<file path="src/mipsPkg.sv">
package mipsPkg;

    localparam int dataWidth = 32;
    localparam int regAddrWidth = 5;

    // Primary opcodes of the supported subset
    typedef enum logic [5:0] {
        opR     = 6'b000000,
        opJ     = 6'b000010,
        opBeq   = 6'b000100,
        opBne   = 6'b000101,
        opAddiu = 6'b001001,
        opSlti  = 6'b001010,
        opSltiu = 6'b001011,
        opAndi  = 6'b001100,
        opOri   = 6'b001101,
        opXori  = 6'b001110,
        opLui   = 6'b001111,
        opLw    = 6'b100011,
        opSw    = 6'b101011
    } opcodeT;

    typedef enum logic [5:0] {
        fnSll  = 6'b000000,
        fnSrl  = 6'b000010,
        fnSra  = 6'b000011,
        fnSllv = 6'b000100,
        fnSrlv = 6'b000110,
        fnSrav = 6'b000111,
        fnJr   = 6'b001000,
        fnAddu = 6'b100001,
        fnSubu = 6'b100011,
        fnAnd  = 6'b100100,
        fnOr   = 6'b100101,
        fnXor  = 6'b100110,
        fnSlt  = 6'b101010,
        fnSltu = 6'b101011
    } funcT;

    typedef enum logic [3:0] {
        aluAnd, aluOr, aluAdd, aluSub, aluSlt, aluSltu, aluXor, aluSll,
        aluSrl, aluSra, aluSllv, aluSrlv, aluSrav, aluLui, aluPassA
    } aluOpT;

    typedef enum logic [2:0] {
        stFetch     = 3'd0,
        stDecode    = 3'd1,
        stExec      = 3'd2,
        stMem       = 3'd3,
        stWriteBack = 3'd4,
        stHalted    = 3'd7
    } cpuStateT;

    // Second ALU operand source
    typedef enum logic [1:0] {
        immNone,
        immZero,
        immSign
    } immSelT;

    typedef struct packed {
        opcodeT                  opcode;
        funcT                    func;
        logic [regAddrWidth-1:0] rs;
        logic [regAddrWidth-1:0] rt;
        logic [regAddrWidth-1:0] destReg;
        logic [4:0]              shamt;
        logic [15:0]             imm16;
        logic [25:0]             jumpIndex;
        aluOpT                   aluOp;
        immSelT                  immSel;
        logic                    regWrite;
        logic                    memRead;
        logic                    memWrite;
        logic                    isBeq;
        logic                    isBne;
        logic                    isJump;
        logic                    isJr;
    } decodedInstrT;

    // Avalon request as seen on the master port
    typedef struct packed {
        logic [dataWidth-1:0]   address;
        logic                   read;
        logic                   write;
        logic [dataWidth-1:0]   writedata;
        logic [dataWidth/8-1:0] byteenable;
    } busReqT;

endpackage
</file>
<file path="src/mipsCpuBus.sv">
`timescale 1ns/1ps

module mipsCpuBus #(
    parameter logic [mipsPkg::dataWidth-1:0] resetVector = 32'hBFC00000
) (
    input  logic                           clk,
    input  logic                           rst,
    output logic                           active,
    output logic [mipsPkg::dataWidth-1:0]  registerV0,
    // Avalon master
    output logic [mipsPkg::dataWidth-1:0]  address,
    output logic                           write,
    output logic                           read,
    input  logic                           waitrequest,
    output logic [mipsPkg::dataWidth-1:0]  writedata,
    output logic [3:0]                     byteenable,
    input  logic [mipsPkg::dataWidth-1:0]  readdata
);
    import mipsPkg::*;

    cpuStateT             state;
    decodedInstrT         dec;
    busReqT               req;
    logic [dataWidth-1:0] pc;
    logic [dataWidth-1:0] rsData;
    logic [dataWidth-1:0] rtData;
    logic [dataWidth-1:0] aluResult;
    logic                 aluZero;
    logic                 regWe;
    logic                 busDone;

    instrDecode decodeInst (
        .clk(clk), .rst(rst), .state(state), .readdata(readdata), .dec(dec)
    );

    controlSequencer #(.resetVector(resetVector)) seqInst (
        .clk(clk), .rst(rst), .dec(dec), .aluZero(aluZero), .rsData(rsData),
        .busDone(busDone), .state(state), .pc(pc), .regWe(regWe), .active(active)
    );

    regFile regInst (
        .clk(clk), .rst(rst), .state(state), .we(regWe), .dec(dec),
        .readdata(readdata), .aluResult(aluResult),
        .rsData(rsData), .rtData(rtData), .registerV0(registerV0)
    );

    aluUnit aluInst (
        .clk(clk), .state(state), .dec(dec), .rsData(rsData), .rtData(rtData),
        .aluResult(aluResult), .aluZero(aluZero)
    );

    busControl busInst (
        .state(state), .pc(pc), .dec(dec), .aluResult(aluResult), .rtData(rtData),
        .waitrequest(waitrequest), .req(req), .busDone(busDone)
    );

    assign address    = req.address;
    assign read       = req.read;
    assign write      = req.write;
    assign writedata  = req.writedata;
    assign byteenable = req.byteenable;

endmodule

</file>
<file path="src/busControl.sv">
`timescale 1ns/1ps

module busControl (
    input  mipsPkg::cpuStateT             state,
    input  logic [mipsPkg::dataWidth-1:0] pc,
    input  mipsPkg::decodedInstrT         dec,
    input  logic [mipsPkg::dataWidth-1:0] aluResult,
    input  logic [mipsPkg::dataWidth-1:0] rtData,
    input  logic                          waitrequest,
    output mipsPkg::busReqT               req,
    output logic                          busDone
);
    import mipsPkg::*;

    logic isFetch;
    logic isMem;
    logic transfer;

    assign isFetch = (state == stFetch);
    assign isMem   = (state == stMem);

    always_comb begin
        req.read       = isFetch || (isMem && dec.memRead);
        req.write      = isMem && dec.memWrite;
        // Instruction fetch uses pc, data access the computed address
        req.address    = isFetch ? pc : aluResult;
        req.writedata  = rtData;
        // Word accesses only
        req.byteenable = (req.read || req.write) ? '1 : '0;
    end

    assign transfer = req.read || req.write;

    // Mem phase with nothing to move finishes at once
    assign busDone = transfer ? !waitrequest : isMem;

endmodule

</file>
<file path="src/aluUnit.sv">
`timescale 1ns/1ps

module aluUnit (
    input  logic                          clk,
    input  mipsPkg::cpuStateT             state,
    input  mipsPkg::decodedInstrT         dec,
    input  logic [mipsPkg::dataWidth-1:0] rsData,
    input  logic [mipsPkg::dataWidth-1:0] rtData,
    output logic [mipsPkg::dataWidth-1:0] aluResult,
    output logic                          aluZero
);
    import mipsPkg::*;

    logic [dataWidth-1:0] opA;
    logic [dataWidth-1:0] opB;
    logic [4:0]           varShift;

    always_ff @(posedge clk) begin
        if (state == stExec) begin
            opA <= rsData;
            case (dec.immSel)
                immZero: opB <= {{(dataWidth-16){1'b0}}, dec.imm16};
                immSign: opB <= {{(dataWidth-16){dec.imm16[15]}}, dec.imm16};
                default: opB <= rtData;
            endcase
        end
    end

    // Variable shifts take the amount from rs
    assign varShift = opA[4:0];

    always_comb begin
        case (dec.aluOp)
            aluAnd:  aluResult = opA & opB;
            aluOr:   aluResult = opA | opB;
            aluXor:  aluResult = opA ^ opB;
            aluAdd:  aluResult = opA + opB;
            aluSub:  aluResult = opA - opB;
            aluSlt:  aluResult = {{(dataWidth-1){1'b0}}, $signed(opA) < $signed(opB)};
            aluSltu: aluResult = {{(dataWidth-1){1'b0}}, opA < opB};
            aluSll:  aluResult = opB << dec.shamt;
            aluSrl:  aluResult = opB >> dec.shamt;
            aluSra:  aluResult = $signed(opB) >>> dec.shamt;
            aluSllv: aluResult = opB << varShift;
            aluSrlv: aluResult = opB >> varShift;
            aluSrav: aluResult = $signed(opB) >>> varShift;
            aluLui:  aluResult = {opB[15:0], 16'h0000};
            default: aluResult = opA;
        endcase
    end

    assign aluZero = (aluResult == '0);

endmodule

</file>
<file path="src/regFile.sv">
`timescale 1ns/1ps

module regFile (
    input  logic                          clk,
    input  logic                          rst,
    input  mipsPkg::cpuStateT             state,
    input  logic                          we,
    input  mipsPkg::decodedInstrT         dec,
    input  logic [mipsPkg::dataWidth-1:0] readdata,
    input  logic [mipsPkg::dataWidth-1:0] aluResult,
    output logic [mipsPkg::dataWidth-1:0] rsData,
    output logic [mipsPkg::dataWidth-1:0] rtData,
    output logic [mipsPkg::dataWidth-1:0] registerV0
);
    import mipsPkg::*;

    logic [dataWidth-1:0] regs [0:(1<<regAddrWidth)-1];
    logic [dataWidth-1:0] loadData;
    logic [dataWidth-1:0] wrData;

    // Read data is only valid in the completing mem cycle
    always_ff @(posedge clk) begin
        if (state == stMem) begin
            loadData <= readdata;
        end
    end

    assign wrData = dec.memRead ? loadData : aluResult;

    always_ff @(posedge clk) begin
        if (rst) begin
            for (int i = 0; i < (1 << regAddrWidth); i++) begin
                regs[i] <= '0;
            end
        end else if (we && dec.destReg != '0) begin
            regs[dec.destReg] <= wrData;
        end
    end

    assign rsData     = (dec.rs == '0) ? '0 : regs[dec.rs];
    assign rtData     = (dec.rt == '0) ? '0 : regs[dec.rt];
    // v0 is r2
    assign registerV0 = regs[2];

endmodule

</file>
<file path="src/controlSequencer.sv">
`timescale 1ns/1ps

module controlSequencer #(
    parameter logic [mipsPkg::dataWidth-1:0] resetVector = 32'hBFC00000
) (
    input  logic                          clk,
    input  logic                          rst,
    input  mipsPkg::decodedInstrT         dec,
    input  logic                          aluZero,
    input  logic [mipsPkg::dataWidth-1:0] rsData,
    input  logic                          busDone,
    output mipsPkg::cpuStateT             state,
    output logic [mipsPkg::dataWidth-1:0] pc,
    output logic                          regWe,
    output logic                          active
);
    import mipsPkg::*;

    logic [dataWidth-1:0] pcPlus4;
    logic [dataWidth-1:0] branchTarget;
    logic [dataWidth-1:0] pendingTarget;
    logic                 takeBranch;
    logic                 branchPending;

    assign pcPlus4 = pc + dataWidth'(4);

    // ALU operands hold from exec through writeBack, so aluZero is stable here
    always_comb begin
        takeBranch = dec.isJump || dec.isJr || (dec.isBeq && aluZero) || (dec.isBne && !aluZero);
        if (dec.isJr) begin
            branchTarget = rsData;
        end else if (dec.isJump) begin
            branchTarget = {pcPlus4[dataWidth-1:dataWidth-4], dec.jumpIndex, 2'b00};
        end else begin
            branchTarget = pcPlus4 + {{(dataWidth-18){dec.imm16[15]}}, dec.imm16, 2'b00};
        end
    end

    always_ff @(posedge clk) begin
        if (rst) begin
            state         <= stFetch;
            pc            <= resetVector;
            branchPending <= 1'b0;
        end else begin
            case (state)
                stFetch: begin
                    if (pc == '0) begin
                        state <= stHalted;
                    end else if (busDone) begin
                        state <= stDecode;
                    end
                end
                stDecode: state <= stExec;
                stExec:   state <= stMem;
                stMem: begin
                    if (busDone) begin
                        state <= stWriteBack;
                    end
                end
                stWriteBack: begin
                    state <= stFetch;
                    // Delay slot done, jump to the target saved one instruction ago
                    if (branchPending) begin
                        pc <= pendingTarget;
                    end else begin
                        pc <= pcPlus4;
                    end
                    branchPending <= takeBranch;
                end
                stHalted: state <= stHalted;
                default:  state <= stFetch;
            endcase
        end
    end

    always_ff @(posedge clk) begin
        if (state == stWriteBack && takeBranch) begin
            pendingTarget <= branchTarget;
        end
    end

    assign regWe  = (state == stWriteBack) && dec.regWrite;
    assign active = (state != stHalted);

endmodule

</file>
<file path="src/instrDecode.sv">
`timescale 1ns/1ps

module instrDecode (
    input  logic                          clk,
    input  logic                          rst,
    input  mipsPkg::cpuStateT             state,
    input  logic [mipsPkg::dataWidth-1:0] readdata,
    output mipsPkg::decodedInstrT         dec
);
    import mipsPkg::*;

    logic [dataWidth-1:0] ir;

    // Last fetch cycle is the completing one, so ir is valid from decode on
    always_ff @(posedge clk) begin
        if (rst) begin
            ir <= '0;
        end else if (state == stFetch) begin
            ir <= readdata;
        end
    end

    always_comb begin
        dec           = '0;
        dec.opcode    = opcodeT'(ir[31:26]);
        dec.func      = funcT'(ir[5:0]);
        dec.rs        = ir[25:21];
        dec.rt        = ir[20:16];
        dec.destReg   = ir[20:16];
        dec.shamt     = ir[10:6];
        dec.imm16     = ir[15:0];
        dec.jumpIndex = ir[25:0];
        dec.aluOp     = aluPassA;
        dec.immSel    = immNone;

        case (dec.opcode)
            opR: begin
                dec.destReg  = ir[15:11];
                dec.regWrite = 1'b1;
                case (dec.func)
                    fnAddu: dec.aluOp = aluAdd;
                    fnSubu: dec.aluOp = aluSub;
                    fnAnd:  dec.aluOp = aluAnd;
                    fnOr:   dec.aluOp = aluOr;
                    fnXor:  dec.aluOp = aluXor;
                    fnSlt:  dec.aluOp = aluSlt;
                    fnSltu: dec.aluOp = aluSltu;
                    fnSll:  dec.aluOp = aluSll;
                    fnSrl:  dec.aluOp = aluSrl;
                    fnSra:  dec.aluOp = aluSra;
                    fnSllv: dec.aluOp = aluSllv;
                    fnSrlv: dec.aluOp = aluSrlv;
                    fnSrav: dec.aluOp = aluSrav;
                    fnJr: begin
                        dec.isJr     = 1'b1;
                        dec.regWrite = 1'b0;
                    end
                    default: dec.regWrite = 1'b0;
                endcase
            end
            opAddiu: begin
                dec.aluOp    = aluAdd;
                dec.immSel   = immSign;
                dec.regWrite = 1'b1;
            end
            opAndi: begin
                dec.aluOp    = aluAnd;
                dec.immSel   = immZero;
                dec.regWrite = 1'b1;
            end
            opOri: begin
                dec.aluOp    = aluOr;
                dec.immSel   = immZero;
                dec.regWrite = 1'b1;
            end
            opXori: begin
                dec.aluOp    = aluXor;
                dec.immSel   = immZero;
                dec.regWrite = 1'b1;
            end
            opSlti: begin
                dec.aluOp    = aluSlt;
                dec.immSel   = immSign;
                dec.regWrite = 1'b1;
            end
            opSltiu: begin
                // Immediate is sign extended, compare is unsigned
                dec.aluOp    = aluSltu;
                dec.immSel   = immSign;
                dec.regWrite = 1'b1;
            end
            opLui: begin
                dec.aluOp    = aluLui;
                dec.immSel   = immZero;
                dec.regWrite = 1'b1;
            end
            opLw: begin
                dec.aluOp    = aluAdd;
                dec.immSel   = immSign;
                dec.memRead  = 1'b1;
                dec.regWrite = 1'b1;
            end
            opSw: begin
                dec.aluOp    = aluAdd;
                dec.immSel   = immSign;
                dec.memWrite = 1'b1;
            end
            opBeq: begin
                dec.aluOp = aluSub;
                dec.isBeq = 1'b1;
            end
            opBne: begin
                dec.aluOp = aluSub;
                dec.isBne = 1'b1;
            end
            opJ:     dec.isJump = 1'b1;
            default: dec.regWrite = 1'b0;
        endcase
    end

endmodule

</file>
<file path="config.mk">
export PLATFORM = sky130hd
export DESIGN_NAME = mipsCpuBus
export DESIGN_NICKNAME = d
export VERILOG_FILES = /design/src/mipsPkg.sv /design/src/mipsCpuBus.sv /design/src/busControl.sv /design/src/aluUnit.sv /design/src/regFile.sv /design/src/controlSequencer.sv /design/src/instrDecode.sv
export SDC_FILE = /design/constraint.sdc
export NUM_CORES = 2
export LEC_CHECK = 0
export BUFFER_PORTS_ARGS = -buffer_cell sky130_fd_sc_hd__buf_2
export CORE_MARGIN = 2
export CORE_UTILIZATION = 54
export CTS_BUF_LIST = sky130_fd_sc_hd__clkbuf_8 sky130_fd_sc_hd__clkbuf_16
export DETAILED_ROUTE_END_ITERATION = 16
export PLACE_DENSITY = 0.8
export SYNTH_ARGS = -nofsm -noshare
export SYNTH_HDL_FRONTEND = slang
export SYNTH_HIERARCHICAL = 1
export SYNTH_SLANG_ARGS = --single-unit
</file>
<file path="constraint.sdc">
create_clock -name clk -period 10.65 [get_ports clk]
set_input_delay 0.5325 -clock clk [delete_from_list [all_inputs] [get_ports clk]]
set_output_delay 0.5325 -clock clk [all_outputs]
set_load 0.01 [all_outputs]
</file>
* Word-level counts from Yosys, hierarchy flattened
Memories as Yosys holds them, arrays and structs flattened. A register that Yosys moved wholly into a read port is not among the register bits.
Cells that the tools add are included.
** Storage, ports and cells
- Output and inout port bits :: 103
- Logic and storage cells :: 143
- Memories kept :: 1
- Input port bits :: 35
- Register bits :: 196
- Bits in writable memories :: 1024
** Operators by class
- Order comparisons :: 2
- Shifts and indexed selects :: 6
- Reduce and logical (&&, ||, !) cells :: 31
- Eq/ne operators :: 48
- Add/sub/neg operators :: 4
- Mux-type cells :: 40
- Bitwise gates (word level) :: 3
** Memory list
- regInst.regs :: depth 32, width 32, read ports 3, clocked after memory_dff 2, write ports 32, line regFile.sv:17 : logic [dataWidth-1:0] regs [0:(1<<regAddrWidth)-1];
** Operators with widths (number)
- $pmux W32 S14 :: 1
- $mux W32 :: 8
- $add A32 B32 Y32 :: 2
- $logic_not A32 Y1 :: 2
- $lt A32 B32 Y1 :: 2
- $pmux W32 S2 :: 1
- $shl A32 B5 Y32 :: 2
- $shr A32 B5 Y32 :: 2
- $sshr A32 B5 Y32 :: 2
- $eq A6 B6 Y1 const B :: 9
- $pmux W4 S13 :: 1
- $eq A6 B4 Y1 const B :: 8
- $pmux W4 S9 :: 1
- $add A32 B3 Y32 const B :: 1
- $and A32 B32 Y32 :: 1
- $or A32 B32 Y32 :: 1
- $reduce_or A32 Y1 :: 1
- $sub A32 B32 Y32 :: 1
- $xor A32 B32 Y32 :: 1
- $eq A6 B3 Y1 const B :: 5
- $mux W5 :: 6
- $eq A4 B4 Y1 const B :: 6
- $eq A6 B2 Y1 const B :: 3
- $eq A4 B3 Y1 const B :: 4
- other kinds (30) :: 63

* Longest topological paths before layout
- Depth in word-level cells :: 11
- Mapped depth :: 26
- Gate-level depth less buffers :: 20

* Hierarchy
Netlist, hierarchy kept.
** Modules (own cells, without submodules)
- regFile :: cells each 3567, area each 53098.4 um^2, sequential area each 31710.4 um^2, instances 1
- aluUnit :: cells each 2023, area each 14716.6 um^2, sequential area each 1921.8 um^2, instances 1
- controlSequencer :: cells each 671, area each 5511.5 um^2, sequential area each 1681.6 um^2, instances 1
- instrDecode :: cells each 270, area each 1951.9 um^2, sequential area each 640.6 um^2, instances 1
- busControl :: cells each 82, area each 752.0 um^2, sequential area each 0.0 um^2, instances 1

* Least setup slack after synthesis
Ideal clock, no wire load.
- Kind :: reg-to-reg
- Start point :: register decodeInst.ir[26]
- End point :: register seqInst.pendingTarget[0], enable pin
- Setup time :: 433 ps
- Required time :: 10217 ps
- Path slack :: 3547 ps
- Cell stages (with the launch flop) :: 21
- Arrival :: 6670 ps
- Period minus slack after synthesis :: 7103 ps
- Path through :: dfxtp_1 > or4_4 > nand2b_4 > buf_6 > o21ai_0 > nor4bb_1 > buf_4 > mux2i_2 > buf_4 > mux2i_1 > mux2i_1 > a22oi_1 > nand2_1 > a2111o_1 > a2bb2oi_1 > or4_1 > nor3_2 > nand4b_1 > nor4_2 > mux2i_1 > a21oi_1
** RTL lines
- start: declaration :: line instrDecode.sv:12 : logic [dataWidth-1:0] ir;
- start signal: assignment :: line instrDecode.sv:19 : ir <= readdata;
- end signal: assignment :: line controlSequencer.sv:78 : pendingTarget <= branchTarget;
- end: declaration :: line controlSequencer.sv:21 : logic [dataWidth-1:0] pendingTarget;

==> metrics.csv <==
stage,metric,value,unit
grt,grt_first_pass_wirelength,513,mm
setup_path,worstRegToRegCells,21,
floorplan,start_util,54.5,%
floorplan,pin_count,138,
min_path,hold_path.class,input port to flip-flop,
power,power,20.0,mW
sta,layout_min_cycle_time,9.05,ns
placement,place_hpwl,251,mm
clocking,postCtsHoldBufs,30,
sta,rsz0062_at_grt,no,
clocking,cts_resized,0,
power,combPwrFrac,47.1,%
detailed_routing,via_per_inst,7.91,
min_path,hold_depth,1,
clocking,cts.path.max_buffers,3,
detailed_routing,num_vias,67500,
sta,hold_viol_final,0,
sta,max_slew_margin,-1.55,%
detailed_routing,routed_wl,379,mm
synthesis,syn_avg_cell_area,11.5,um2
placement,port_buffers,137,
power,power.internal,10.7,mW
clocking,htree_levels,4,
detailed_routing,ant_nets,0,
grt,antenna_found_initial,39,
detailed_routing,first_pass_iters,10,
setup_path,critical_path.top_delay_family,simple AND/OR/NAND/NOR gates,
grt,grt_pass1_vias,63700,
finish,multi_input_area,37200,um2
grt,grt_max_degree,126,
finish,utilization,60.0,%
finish,drive_gt1_share,21.1,%
power,clkPwrFrac,23.9,%
status,status,finished with violations,
grt,grt_overflow,0,
synthesis,syn_inst,6607,
power,p_leak,29.5,nW
status,violations,"max-capacitance violations, max-slew violations",
power,p_sw_share,46.4,%
setup_path,crit_type,flip-flop to flip-flop,
sta,fin_ws,1.60,ns
setup_path,crit_slowest_cell,a2111oi_1,
setup_path,crit_top_cell,buf_4,
sta,final_max_slew_viol_count,3,
clocking,cts_num_sinks,1220,
sta,setup_viol,0,
floorplan,die_w,379,um
detailed_routing,drc_errors,0,
synthesis,netlist_area,76000,um2
flow_run,drv_cap,2,
floorplan,rows,137,
setup_path,worstPathCellList,or4_4 -> nor4_2 -> nand4_1 -> o21ai_4 -> buf_4 -> and4b_1 -> mux2_4 -> nor3_1 -> a21oi_1 -> a32oi_1 -> o31ai_1 -> a2111oi_1 -> buf_4 -> a32oi_1 -> nor4_1 -> and4_1 -> nand4b_1 -> nor4_2 -> mux2i_1 -> a21oi_4 -> buf_4,
setup_path,cp_max_fo,37,
sta,holdWs,0.0522,ns
detailed_routing,initialDrtViolationCount,14400,
floorplan,core_area,140000,um2
clocking,cts_tree,built,
synthesis,yosys_warnings,6,
setup_path,cp.required,11.05,ns
placement,gp_congestion,1.09,
clocking,worstSkewPairLatency,0.84,ns
power,switchingPower,9.26,mW
power,ir_drop,203,uV
grt,track_usage,52.2,%
floorplan,fp.dieArea,144000,um2
power,p_seq_share,29.0,%
power,power-per-cell-area,239,nW/um2
sta,worst_slew_pin_slew,1.51,ns
setup_path,end_kind,flip-flop,
sta,max_freq,110,MHz
detailed_routing,wl_per_cell,44.5,um
clocking,cts_buffers,131,
finish,synthToLayoutAreaGrowth,10.2,%
finish,layout.nets,6702,
clocking,clkTransAtPathRegs,0.06,ns
setup_path,worst_setup_path_start_kind,flip-flop,
sta,finalCritPeriodShare,85.0,%
sta,fin_worst_skew,0.0850,ns
finish,n_fill_cell,10500,
sta,fin_setup_tns,0,ns
setup_path,crit_cells,21,
clocking,post_cts_buffers,0,
setup_path,path_buf_inv,3,
clocking,root_buffer,clkbuf_16,
floorplan,dieHeight,379,um
setup_path,critical-path-max-stage-delay,1.05,ns
placement,post-place-ws,1.89,ns
setup_path,cp_data_arrival_time,9.45,ns
finish,seq_area,36000,um2
## worst reg2reg max path: stages (launching register included)
cell       delay (ns)
dfxtp_1          0.43
or4_4            0.59
nor4_2           0.27
nand4_1          0.25
o21ai_4          0.63
buf_4            0.34
and4b_1          0.81
mux2_4           0.57
nor3_1           0.39
a21oi_1          0.12
a32oi_1          0.24
o31ai_1          0.25
a2111oi_1        1.06
buf_4            0.24
a32oi_1          0.24
nor4_1           0.37
and4_1           0.25
nand4b_1         0.11
nor4_2           0.57
mux2i_1          0.26
a21oi_4          0.19
buf_4            0.42
## state kept, by name, summed over array words and instances, names as in the netlist, 3 cells and up
| name | flops |
|---|---|
| decodeInst/ir | 32 |
| regInst/loadData | 32 |
| regInst/regs | 1024 |
| aluInst/opA | 32 |
| aluInst/opB | 32 |
| seqInst/pc | 32 |
| seqInst/pendingTarget | 32 |
| seqInst/state | 3 |
## layout make-up
| type | count | share of cell area, % |
|---|---|---|
| multi-input cells | 4590 | 44.5 |
| flip-flops and latches | 1220 | 43.0 |
| clock buffers | 131 | 3.92 |
| repair buffers | 453 | 3.78 |
| well taps | 1876 | 2.80 |
| clock inverters | 105 | 1.40 |
| inverters | 129 | 0.578 |
| diodes | 25 | 0.0747 |
## power by group through the flow
stage               Combinational, mW  Sequential (mW)  Clock (mW)
floorplan                        4.98             5.70           0
global placement                 8.76             5.84           0
detailed placement               8.75             5.86           0
CTS                              8.83             5.77        4.74
global route                     9.33             5.80        4.90
finish                           9.40             5.80        4.77
## layer usage
| layer | global-route usage [%] | up-vias | wire length, um |
|---|---|---|---|
| li1 | - | 24800 | - |
| met1 | 62.9 | 32200 | 120000 |
| met2 | 74.5 | 7937 | 156000 |
| met3 | 21.2 | 2461 | 62400 |
| met4 | 40.7 | 36 | 40600 |
| met5 | 0.274 | - | 310 |
## through the flow
stage | cells | cell area (um2)
2_1_floorplan | 6638 | 76100
3_5_place_dp | 8238 | 78900
4_1_cts | 8504 | 83600
3_3_place_gp | 8238 | 78900
6_report | 8529 | 83700
5_1_grt | 8509 | 83700
## final timing paths
| path | slack, ns | start | to |
|---|---|---|---|
| setup / recovery | 1.60 | decodeInst/ir[26]$_SDFFE_PP0N_ | seqInst/pendingTarget[31]$_DFFE_PP_ |
| hold / removal | 0.05 | readdata[23] | regInst/loadData[23]$_DFFE_PN_ |
| setup reg to reg | 1.60 | decodeInst/ir[26]$_SDFFE_PP0N_ | seqInst/pendingTarget[31]$_DFFE_PP_ |
| hold reg to reg | 0.49 | seqInst/pendingTarget[19]$_DFFE_PP_ | seqInst/pc[19]$_SDFFE_PP0N_ |
## layout by cell type, fill, tap and decap left out, types with 136 or more instances in the layout
cell,instances
buf_2,136
inv_1,148
nand2_1,385
a21oi_1,285
o21ai_0,155
mux4_2,493
buf_4,285
edfxtp_1,1152
mux2i_1,348
nor2_1,1245
ha_1,139
Power figures use the tool's default switching activity.
